## config.mk

```make
export PLATFORM = sky130hd
export DESIGN_NAME = ccu_snoop_tracker
export DESIGN_NICKNAME = d
export VERILOG_FILES = /design/src/hw/ccu_txn_pkg.sv /design/src/hw/ccu_link_pkg.sv /design/src/hw/ccu_snoop_tracker.sv
export VERILOG_INCLUDE_DIRS = /design/src /design/src/hw
export SDC_FILE = /design/constraint.sdc
export NUM_CORES = 1
export LEC_CHECK = 0
export BUFFER_PORTS_ARGS = -buffer_cell sky130_fd_sc_hd__buf_2
export CAP_MARGIN = 40
export CORE_AREA = 2 2 102 104
export CTS_BUF_LIST = sky130_fd_sc_hd__clkbuf_8
export CTS_CLUSTER_DIAMETER = 30
export DETAILED_ROUTE_END_ITERATION = 16
export DIE_AREA = 0 0 104 106
export GPL_TIMING_DRIVEN = 0
export PLACE_DENSITY = 0.95
export SETUP_SLACK_MARGIN = 0.3
export SYNTH_ARGS = -nofsm -noshare
export SYNTH_HDL_FRONTEND = slang
export SYNTH_SLANG_ARGS = --single-unit
```

## constraint.sdc

```tcl
create_clock -name clk_i -period 13.44 [get_ports clk_i]
set_input_delay 2.688 -clock clk_i [delete_from_list [all_inputs] [get_ports clk_i]]
set_output_delay 2.688 -clock clk_i [all_outputs]
set_load 0.05 [all_outputs]
```

## src/hw/ccu_settings.svh

```systemverilog
`ifndef CCU_SETTINGS_SVH
`define CCU_SETTINGS_SVH

// Port arrangement
`define CCU_NUM_PORTS       4
`define CCU_PORTS_PER_GROUP 2
`define CCU_NUM_GROUPS      (`CCU_NUM_PORTS / `CCU_PORTS_PER_GROUP)

// Bus widths
`define CCU_ADDR_W 32
`define CCU_DATA_W 32
`define CCU_ID_W   4

// Conflict monitor line address
`define CCU_LINE_OFFSET 4
`define CCU_CM_ADDR_W   12

`define CCU_TRACK_DEPTH 4

`endif

```

## src/hw/ccu_txn_pkg.sv

```systemverilog
`include "ccu_settings.svh"

package ccu_txn_pkg;

  typedef logic [`CCU_ADDR_W-1:0]    addr_t;
  typedef logic [`CCU_DATA_W-1:0]    data_t;
  typedef logic [`CCU_ID_W-1:0]      cache_id_t;
  // {port in group, cache id}
  typedef logic [`CCU_ID_W:0]        grp_id_t;
  // {snoop flag, group, grp id}
  typedef logic [`CCU_ID_W+2:0]      mem_id_t;
  typedef logic [`CCU_CM_ADDR_W-1:0] cm_addr_t;

  // Upper half of the encoding is snooping
  typedef enum logic [1:0] {
    OP_READ_NOSNOOP  = 2'b00,
    OP_WRITE_NOSNOOP = 2'b01,
    OP_READ_SHARED   = 2'b10,
    OP_WRITE_UNIQUE  = 2'b11
  } ccu_op_e;

endpackage

```

## src/hw/ccu_link_pkg.sv

```systemverilog
package ccu_link_pkg;

  import ccu_txn_pkg::*;

  // Cache side
  typedef struct packed {
    ccu_op_e   op;
    addr_t     addr;
    cache_id_t id;
    data_t     wdata;
  } cache_req_t;

  typedef struct packed {
    cache_id_t id;
    data_t     rdata;
  } cache_rsp_t;

  // Inside a group, id carries the port in group
  typedef struct packed {
    ccu_op_e op;
    addr_t   addr;
    grp_id_t id;
    data_t   wdata;
  } grp_req_t;

  // Memory side
  typedef struct packed {
    logic    write;
    addr_t   addr;
    mem_id_t id;
    data_t   wdata;
  } mem_req_t;

  typedef struct packed {
    mem_id_t id;
    data_t   rdata;
  } mem_rsp_t;

endpackage

```

## src/hw/ccu_snoop_tracker.sv

```systemverilog
`timescale 1ns/100ps
`include "ccu_settings.svh"

module ccu_snoop_tracker (
  input  logic                   clk_i,
  input  logic                   reset_i,
  input  logic                   in_valid_i,
  input  ccu_link_pkg::grp_req_t in_i,
  output logic                   in_ready_o,
  output logic                   out_valid_o,
  output ccu_link_pkg::grp_req_t out_o,
  input  logic                   out_ready_i,
  input  logic                   done_i,
  input  ccu_txn_pkg::grp_id_t   done_id_i,
  output logic                   cm_req_o,
  output ccu_txn_pkg::cm_addr_t  cm_addr_o
);
  import ccu_txn_pkg::*;
  import ccu_link_pkg::*;

  localparam int DEPTH = `CCU_TRACK_DEPTH;
  localparam int IDX_W = $clog2(DEPTH);

  typedef logic [IDX_W-1:0] slot_idx_t;

  // Outstanding line table
  logic      [DEPTH-1:0] slot_vld_q;
  grp_id_t   [DEPTH-1:0] slot_id_q;
  cm_addr_t  [DEPTH-1:0] slot_addr_q;

  logic      out_vld_q;
  grp_req_t  out_q;
  logic      cm_req_q;
  cm_addr_t  cm_addr_q;

  logic      free_found;
  logic      hit_found;
  slot_idx_t free_idx;
  slot_idx_t hit_idx;
  logic      load;
  logic      drop;

  always_comb begin
    free_found = 1'b0;
    free_idx   = '0;
    hit_found  = 1'b0;
    hit_idx    = '0;
    for (int i = 0; i < DEPTH; i++) begin
      if (!free_found && !slot_vld_q[i]) begin
        free_found = 1'b1;
        free_idx   = slot_idx_t'(i);
      end
      if (!hit_found && slot_vld_q[i] && (slot_id_q[i] == done_id_i)) begin
        hit_found = 1'b1;
        hit_idx   = slot_idx_t'(i);
      end
    end
  end

  assign in_ready_o = free_found && (!out_vld_q || out_ready_i);
  assign load       = in_valid_i && in_ready_o;
  assign drop       = done_i && hit_found;

  always_ff @(posedge clk_i) begin
    if (reset_i) begin
      slot_vld_q <= '0;
      out_vld_q  <= 1'b0;
      cm_req_q   <= 1'b0;
    end else begin
      if (load) begin
        out_vld_q            <= 1'b1;
        slot_vld_q[free_idx] <= 1'b1;
      end else if (out_ready_i) begin
        out_vld_q <= 1'b0;
      end
      // Never the slot being filled
      if (drop) begin
        slot_vld_q[hit_idx] <= 1'b0;
      end
      cm_req_q <= drop;
    end
  end

  always_ff @(posedge clk_i) begin
    if (load) begin
      out_q                 <= in_i;
      slot_id_q[free_idx]   <= in_i.id;
      slot_addr_q[free_idx] <= in_i.addr[`CCU_LINE_OFFSET +: `CCU_CM_ADDR_W];
    end
    if (drop) begin
      cm_addr_q <= slot_addr_q[hit_idx];
    end
  end

  assign out_valid_o = out_vld_q;
  assign out_o       = out_q;
  assign cm_req_o    = cm_req_q;
  assign cm_addr_o   = cm_addr_q;

endmodule

```

Word level (Yosys, flattened, before mapping)
Cells that the tools add are included.
{ "op_classes": {"order_cmp": 4, "n_eq_ne": 4, "muxes": 31, "bitwise_logic": 3, "reduce_logical": 26} }
{ "ops": {"columns": ["operator", "count"], "rows": [
  ["$bwmux 48", 1],
  ["$bmux 12 s2", 1],
  ["$demux 12 s2", 1],
  ["$mux 12", 2],
  ["$bwmux 20", 1],
  ["$eq 5x5->1", 4],
  ["$logic_and 1x1->1", 15],
  ["$mux 1", 14],
  ["$mux 4", 3],
  ["$demux 5 s2", 1],
  ["$logic_not 1->1", 9],
  ["$mux 2", 4],
  ["$lt 2x3->1 const B", 2],
  ["$mux 5", 1],
  ["$and 4x4->4", 1],
  ["$demux 1 s2", 2],
  ["$ge 2x1->1 const B", 2],
  ["$not 4->4", 1],
  ["$or 4x4->4", 1],
  ["$reduce_bool 2->1", 1],
  ["$logic_or 1x1->1", 1]
]} }
{ "word_totals": {"regBits": 157, "input_bits": 81, "output_inout_bits": 86, "word_cells": 84} }

Depth between registers and ports, before layout
Gate-level depths: netlist of run 1.
{ "logic_depth": {"ltp_word": 22, "depth_mapped": 7, "depth_no_buf": 5} }

Worst setup path before layout of run 1
No wires, ideal clock.
{ "synth_timing": {"kind": "input -> register", "from": "input out_ready_i", "to": "register slot_addr_q[24] (netlist bit), enable pin", "setup_ns": 0.393, "arrival_time_ns": 6.223, "required_time_ns": 13.047, "slack_ns": 6.824, "stages": 5, "n_path_buf": 1, "path_cell_list": "nor2b_1 -> and3b_1 -> clkbuf_1 -> and3_1 -> nor2b_1"} }
{ "synth_via": {"elab_chain_len": 3} }
{ "synth_lines": {"columns": ["item", "line", "rtl"], "rows": [
  ["start, declared", "ccu_snoop_tracker.sv:12", "input logic out_ready_i,"],
  ["$logic_or 1x1->1", "ccu_snoop_tracker.sv:60", "assign in_ready_o = free_found && (!out_vld_q || out_ready_i);"],
  ["$logic_and 1x1->1", "ccu_snoop_tracker.sv:60", null],
  ["$logic_and 1x1->1", "ccu_snoop_tracker.sv:61", "assign load = in_valid_i && in_ready_o;"],
  ["net load", "ccu_snoop_tracker.sv:40", "logic load;"],
  ["end signal, assigned by index", "ccu_snoop_tracker.sv:88", "slot_addr_q[free_idx] <= in_i.addr[`CCU_LINE_OFFSET +: `CCU_CM_ADDR_W];"],
  ["end, declared", "ccu_snoop_tracker.sv:29", "cm_addr_t [DEPTH-1:0] slot_addr_q;"]
]} }
The timed path passes the listed nets, and every way through them passes these cells.
A chain may end at the register's enable or synchronous reset.

Worst setup path in the final report of run 1
{ "layout_timing": {"from": "input out_ready_i", "to": "output in_ready_o"} }
{ "layout_via": {"elab_chain_len": 2} }
{ "layout_lines": {"columns": ["item", "line", "rtl"], "rows": [
  ["$logic_or 1x1->1", "ccu_snoop_tracker.sv:60", null],
  ["$logic_and 1x1->1", "ccu_snoop_tracker.sv:60", null],
  ["end, declared", "ccu_snoop_tracker.sv:9", "output logic in_ready_o,"]
]} }
No other way between the ends.

==> results of run 1 <==
==> where the power goes <==
| part | internal [µW] | switching (µW) | leakage, µW |
|---|---|---|---|
| clock | 164 | 170 | 0.000202 |
| sequential | 559 | 6.80 | 0.00147 |
| combinational | 25.4 | 76.6 | 0.00105 |
| total | 749 | 253 | 0.00272 |
==> path summary, 6_finish.rpt <==
path                                   from                       to  slack (ns)  cells after the start
setup / recovery                out_ready_i               in_ready_o        7.39                      4
hold / removal    slot_addr_q[26]$_DFFE_PP_   cm_addr_o[2]$_DFFE_PN_        0.61                      2
setup reg to reg     slot_id_q[2]$_DFFE_PP_  cm_addr_o[11]$_DFFE_PN_       10.51                      6
hold reg to reg   slot_addr_q[26]$_DFFE_PP_   cm_addr_o[2]$_DFFE_PN_        0.61                      2
==> per-layer routing <==
layer | vias to the layer above | track usage, % | part of all wire [%]
met1 | 1653 | 26.5 | 35
met2 | 228 | 39.8 | 52
met5 | - | 0 | 0
met4 | 0 | 10.0 | 2.7
met3 | 37 | 7.54 | 9.6
li1 | 1563 | - | -
==> stage by stage <==
step / hold WS, ns / power [µW]
finish: 0.608 / 1000
global route: 0.627 / 1030
CTS: 0.590 / 1010
detailed placement: 0.564 / 679
global placement: 0.530 / 674
floorplan: 0.504 / 642
==> Yosys cell counts (2+ instances only) <==
cell	n
o31a_1	9
and2_1	4
o221ai_1	12
buf_2	2
nand4_1	6
o32a_1	3
nor2_1	8
xnor2_1	12
or2_1	2
clkbuf_1	8
nor2b_1	3
inv_1	26
o21ai_0	3
a32oi_1	9
dfxtp_1	6
nand3_1	9
xor2_1	8
a311oi_1	2
nand2_1	4
edfxtp_1	151
==> worst min-delay path, stage by stage, from the launching register on <==
cell and delay [ns]:
edfxtp_1 0.33, nand4_1 0.08, o221ai_1 0.09
==> logic make-up (layout without fill, tap and decap cells) <==
group / count (synthesis) / count (layout)
simple gates: 43 / 43
compound gates: 44 / 44
xor+xnor: 20 / 20
flops: 157 / 157
buf+inv: 36 / 241
==> layout make-up <==
class	count	area [µm²]	area share (%)
Timing Repair Buffer	173	912	12.9
Clock inverter	15	146	2.07
Multi-Input combinational cell	107	798	11.3
Sequential cell	157	4650	66.0
Clock buffer	17	234	3.32
Inverter	26	97.6	1.38
Tap cell	136	170	2.41
Buffer	10	43.8	0.621
==> state kept, by name (all words and copies together), names as in the netlist <==
| signal | flops |
|---|---|
| out_o | 71 |
| slot_addr_q | 48 |
| slot_id_q | 20 |
| cm_addr_o | 12 |
| slot_vld_q | 4 |
| cm_req_o | 1 |
| out_valid_o | 1 |
==> impl_metrics.csv, run 1 <==
group,metric,value,unit
setup_path,path_cells,"buf_2 -> nor2b_1 -> nor2b_1 -> buf_2",
cells_and_area,finish.utilization,70.6,%
setup_path,end_kind,"output port",
yosys,synth-simple-area-share,4.35,%
setup_path,path_buf_inv,2,
cells_and_area,fin_nets,573,
yosys,syn-num-nets,381,
cells_and_area,n_fill_cell,647,
yosys,synth_top_area_cell,"edfxtp_1",
job,drv_cap,0,
yosys,synthMuxAreaShare,0,%
global_routing,grt_overflow,0,
placed_design,port_buffers,166,
timing,drv_slew,0,
global_routing,grt_pass1_wl,18700,µm
yosys,synthCells,300,
placed_design,dp_cells,609,
pwr,power_density,142,nW/µm²
pwr,vdd_drop_max,0.000111,V
yosys,synth_compound_area_share,6.64,%
clock_tree,cts.path.max_buffers,2,
hold_path,hold_path_class,"flip-flop to flip-flop",
yosys,ys.flop_type,"edfxtp_1",
cells_and_area,drive_gt1_share,41.4,%
timing,max_freq,165,MHz
setup_path,arrival,3.37,ns
placed_design,dp_slack,7.37,ns
setup_path,critPathMaxStageDelay,0.29,ns
yosys,synthAdderAreaFrac,0,%
cells_and_area,final_common_cell,"buf_2",
yosys,synth_top_area_share,81.3,%
detailed_routing,ant_nets,0,
clock_tree,root_buffer,"clkbuf_8",
floorplanning,dieArea,11000,µm²
detailed_routing,drc,0,
clock_tree,cts_resized,0,
clock_tree,post_cts_buffers,0,
placed_design,placement.cell_area,6680,µm²
global_routing,grt_usage,23.1,%
cells_and_area,insertedDiodeCount,0,
setup_path,worstPathRequired,10.75,ns
yosys,synth_area,5580,µm²
timing,hold_viol,0,
cells_and_area,final_cell_mix,"buf_2, edfxtp_1, inv_1, clkbuf_8",
setup_path,worstPathMaxFanout,4,
detailed_routing,drt-initial-drc-count,256,
timing,slew_headroom,44.7,%
timing,tightest_slew,0.825,ns
clock_tree,numClockSinks,157,
clock_tree,cts_tree,"done",
clock_tree,postCtsHoldBufs,0,
yosys,async_reset_ff_share,0,%
setup_path,crit_family,"simple AND/OR/NAND/NOR gates",
floorplanning,die_w,104,µm
placed_design,dp_hpwl,8450,µm
detailed_routing,drt_first_pass_iters,5,
floorplanning,ios,167,
clock_tree,cts_buffers,17,
cells_and_area,fin_area,7060,µm²
floorplanning,die_y,106,µm
timing,setup_viol,0,
yosys,synth_xor_xnor_area_share,3.14,%
setup_path,start_kind,"input port",
clock_tree,clk_pin_slew,0.08,ns
pwr,p_leak,0.00272,µW
yosys,ys_seq_elements,157,
cells_and_area,layout.cells.non_filler,641,
yosys,avgSynthCellArea,18.6,µm²
detailed_routing,wire_per_inst,19.2,µm
global_routing,grt_max_degree,42,
timing,final.min_clock_period,6.05,ns
setup_path,crit_type,"input port to output port",
timing,period_share,45.0,%
global_routing,grt_pass1_vias,3656,
timing,setup-tns-final,0,ns
timing,skew,0.0153,ns
detailed_routing,wl,12300,µm
cells_and_area,area_growth,26.5,%
floorplanning,core,10000,µm²
placed_design,gp_congestion,0.880,
global_routing,antenna_found_initial,0,
floorplanning,rows,37,
run_status,status,"complete, no violations",
clock_tree,clock_latency,0.44,ns
yosys,ys_seq_area_share,83.4,%
detailed_routing,vias,3481,
detailed_routing,vias_per_cell,5.43,
timing,setup_slack,7.39,ns
timing,rsz0062_at_grt,"no",
yosys,synth_top_family_by_area,"compound AO/OA/AOI/OAI gates",
clock_tree,htreeDepth,4,
yosys,synth_edf_count,151,
setup_path,cpMaxStageDelayCell,"nor2b_1",
yosys,yosysWarnings,0,
yosys,synth.distinct_cells,33,
floorplanning,start_util,55.8,%
yosys,synth.area.top_cells,"edfxtp_1, dfxtp_1, o221ai_1, xnor2_1, inv_1",
Power figures use the tool's default switching activity.
==> run 2, diff against run 1 <==
CORE_AREA = 2 2 106 108   (was 2 2 102 104)
DIE_AREA = 0 0 108 110   (was 0 0 104 106)
PLACE_DENSITY = 0.92   (was 0.95)
clock period = 6.2 ns   (was 13.44 ns; I/O delays follow)
==> run 2 against run 1 <==
- die area grew 7.8%
- worst hold slack lost 0.033 ns
- utilization shrank 4.6 points
- combinational power grew 120%
- via count grew 0.80%
- clock power grew 110%
- non-clock buffer count is the same
- wire length is essentially flat
- highest routed layer unchanged
- register-to-register slack lost 7.2 ns
- final cell count grew 0.62%
- sequential share of layout area is essentially flat
==> impl_metrics.csv, run 2 (synthesis gave the netlist of run 1 again) <==
group,metric,value,unit
run_status,status,"complete, no violations",
cells_and_area,fin_nets,573,
timing,slew_headroom,48.7,%
global_routing,grt_usage,21.2,%
detailed_routing,vias_per_cell,5.44,
placed_design,port_buffers,166,
setup_path,r2r_start,"slot_id_q[2]$_DFFE_PP_",
clock_tree,cts_buffers,17,
timing,rsz0062_at_grt,"no",
clock_tree,postCtsHoldBufs,0,
clock_tree,root_buffer,"clkbuf_8",
detailed_routing,wl,12300,µm
setup_path,cp_common_cell,"buf_2",
timing,drv_slew,0,
setup_path,end_kind,"flip-flop",
pwr,power_density,304,nW/µm²
timing,period_share,55.2,%
pwr,p_leak,0.00272,µW
setup_path,arrival,3.56,ns
global_routing,grt_pass1_wl,18200,µm
timing,final.min_clock_period,3.42,ns
cells_and_area,insertedDiodeCount,0,
setup_path,reg2reg_depth,6,
cells_and_area,area_growth,26.5,%
hold_path,hold_depth,2,
clock_tree,clock_latency,0.43,ns
clock_tree,htreeDepth,4,
timing,tightest_slew,0.766,ns
pwr,vdd_drop_max,0.000226,V
setup_path,r2r_slack,3.31,ns
clock_tree,numClockSinks,157,
clock_tree,post_cts_buffers,0,
cells_and_area,largest_register_ff_count,71,
clock_tree,cts_resized,0,
hold_path,hp-start,"slot_addr_q[26]$_DFFE_PP_",
detailed_routing,wire_per_inst,19.1,µm
timing,skew,0.0135,ns
floorplanning,ios,167,
floorplanning,core,10700,µm²
detailed_routing,drt-initial-drc-count,334,
pwr,power,2150,µW
floorplanning,start_util,52.2,%
global_routing,antenna_found_initial,0,
setup_path,crit_start,"done_id_i[2]",
setup_path,path_cells,"buf_2 -> xor2_1 -> nor4_1 -> buf_2 -> nand2_1 -> a41oi_1 -> buf_4",
setup_path,worstPathRequired,6.34,ns
detailed_routing,vias,3509,
clock_tree,cts.path.max_buffers,2,
setup_path,start_kind,"input port",
timing,max_freq,292,MHz
cells_and_area,final_cell_mix,"buf_2, edfxtp_1, inv_1, clkbuf_8",
job,drv_cap,0,
detailed_routing,ant_nets,0,
floorplanning,rows,38,
floorplanning,dieArea,11900,µm²
cells_and_area,finish.utilization,66.0,%
timing,hold-worst-slack,0.574,ns
cells_and_area,final_common_cell,"buf_2",
placed_design,placement.cell_area,6690,µm²
timing,setup_slack,2.78,ns
detailed_routing,drt_first_pass_iters,5,
clock_tree,cts_tree,"done",
cells_and_area,drive_gt1_share,41.4,%
floorplanning,die_w,108,µm
global_routing,grt_overflow,0,
setup_path,worstPathMaxFanout,10,
hold_path,hold_path_class,"flip-flop to flip-flop",
setup_path,critPathMaxStageDelay,0.68,ns
setup_path,cpMaxStageDelayCell,"a41oi_1",
detailed_routing,drc,0,
placed_design,dp_slack,2.36,ns
setup_path,crit_type,"input port to flip-flop",
timing,hold_viol,0,
cells_and_area,fin_area,7060,µm²
global_routing,grt_max_degree,55,
placed_design,dp_hpwl,8540,µm
global_routing,grt_pass1_vias,3563,
floorplanning,die_y,110,µm
timing,setup_viol,0,
clock_tree,clk_pin_slew,0.07,ns
placed_design,gp_congestion,0.784,
-- run 2: cell type report --
type | count | area [µm²]
Sequential cell | 157 | 4650
Fill cell | 734 | 3640
Timing Repair Buffer | 173 | 923
Multi-Input combinational cell | 107 | 798
Clock buffer | 17 | 234
Tap cell | 140 | 175
Clock inverter | 15 | 135
Inverter | 26 | 97.6
Buffer | 10 | 43.8
-- run 2: power by group --
group | switching (µW) | total, µW | internal (µW) | leakage [µW]
clock network | 350 | 699 | 349 | 0.000196
registers | 14.2 | 1230 | 1210 | 0.00147
logic | 166 | 221 | 55.4 | 0.00105
-- run 2: stage by stage --
step | setup TNS (ns) | instances
detailed placement | 0 | 613
global placement | -6.93 | 606
global route | 0 | 645
floorplan | 0 | 300
CTS | 0 | 645
finish | 0 | 645
-- run 2: path summary, 6_finish.rpt --
path	end
max	cm_addr_o[4]$_DFFE_PN_
min	cm_addr_o[2]$_DFFE_PN_
max reg2reg	cm_addr_o[4]$_DFFE_PN_
min reg2reg	cm_addr_o[2]$_DFFE_PN_
-- run 2: critical path: cells and delay by family --
family          cells  cell delay, ns
compound gates      1            0.68
xor+xnor            1            0.15
buf+inv             3            0.77
simple gates        2            0.71
-- run 2: per-layer routing --
layer	up-vias	part of all wire [%]	global-route usage, %	wire length (µm)
met2	222	54	37.2	6590
li1	1562	-	-	-
met3	27	8.9	6.70	1100
met4	0	2.7	11.2	332
met1	1698	35	23.3	4290
met5	-	0	0	0
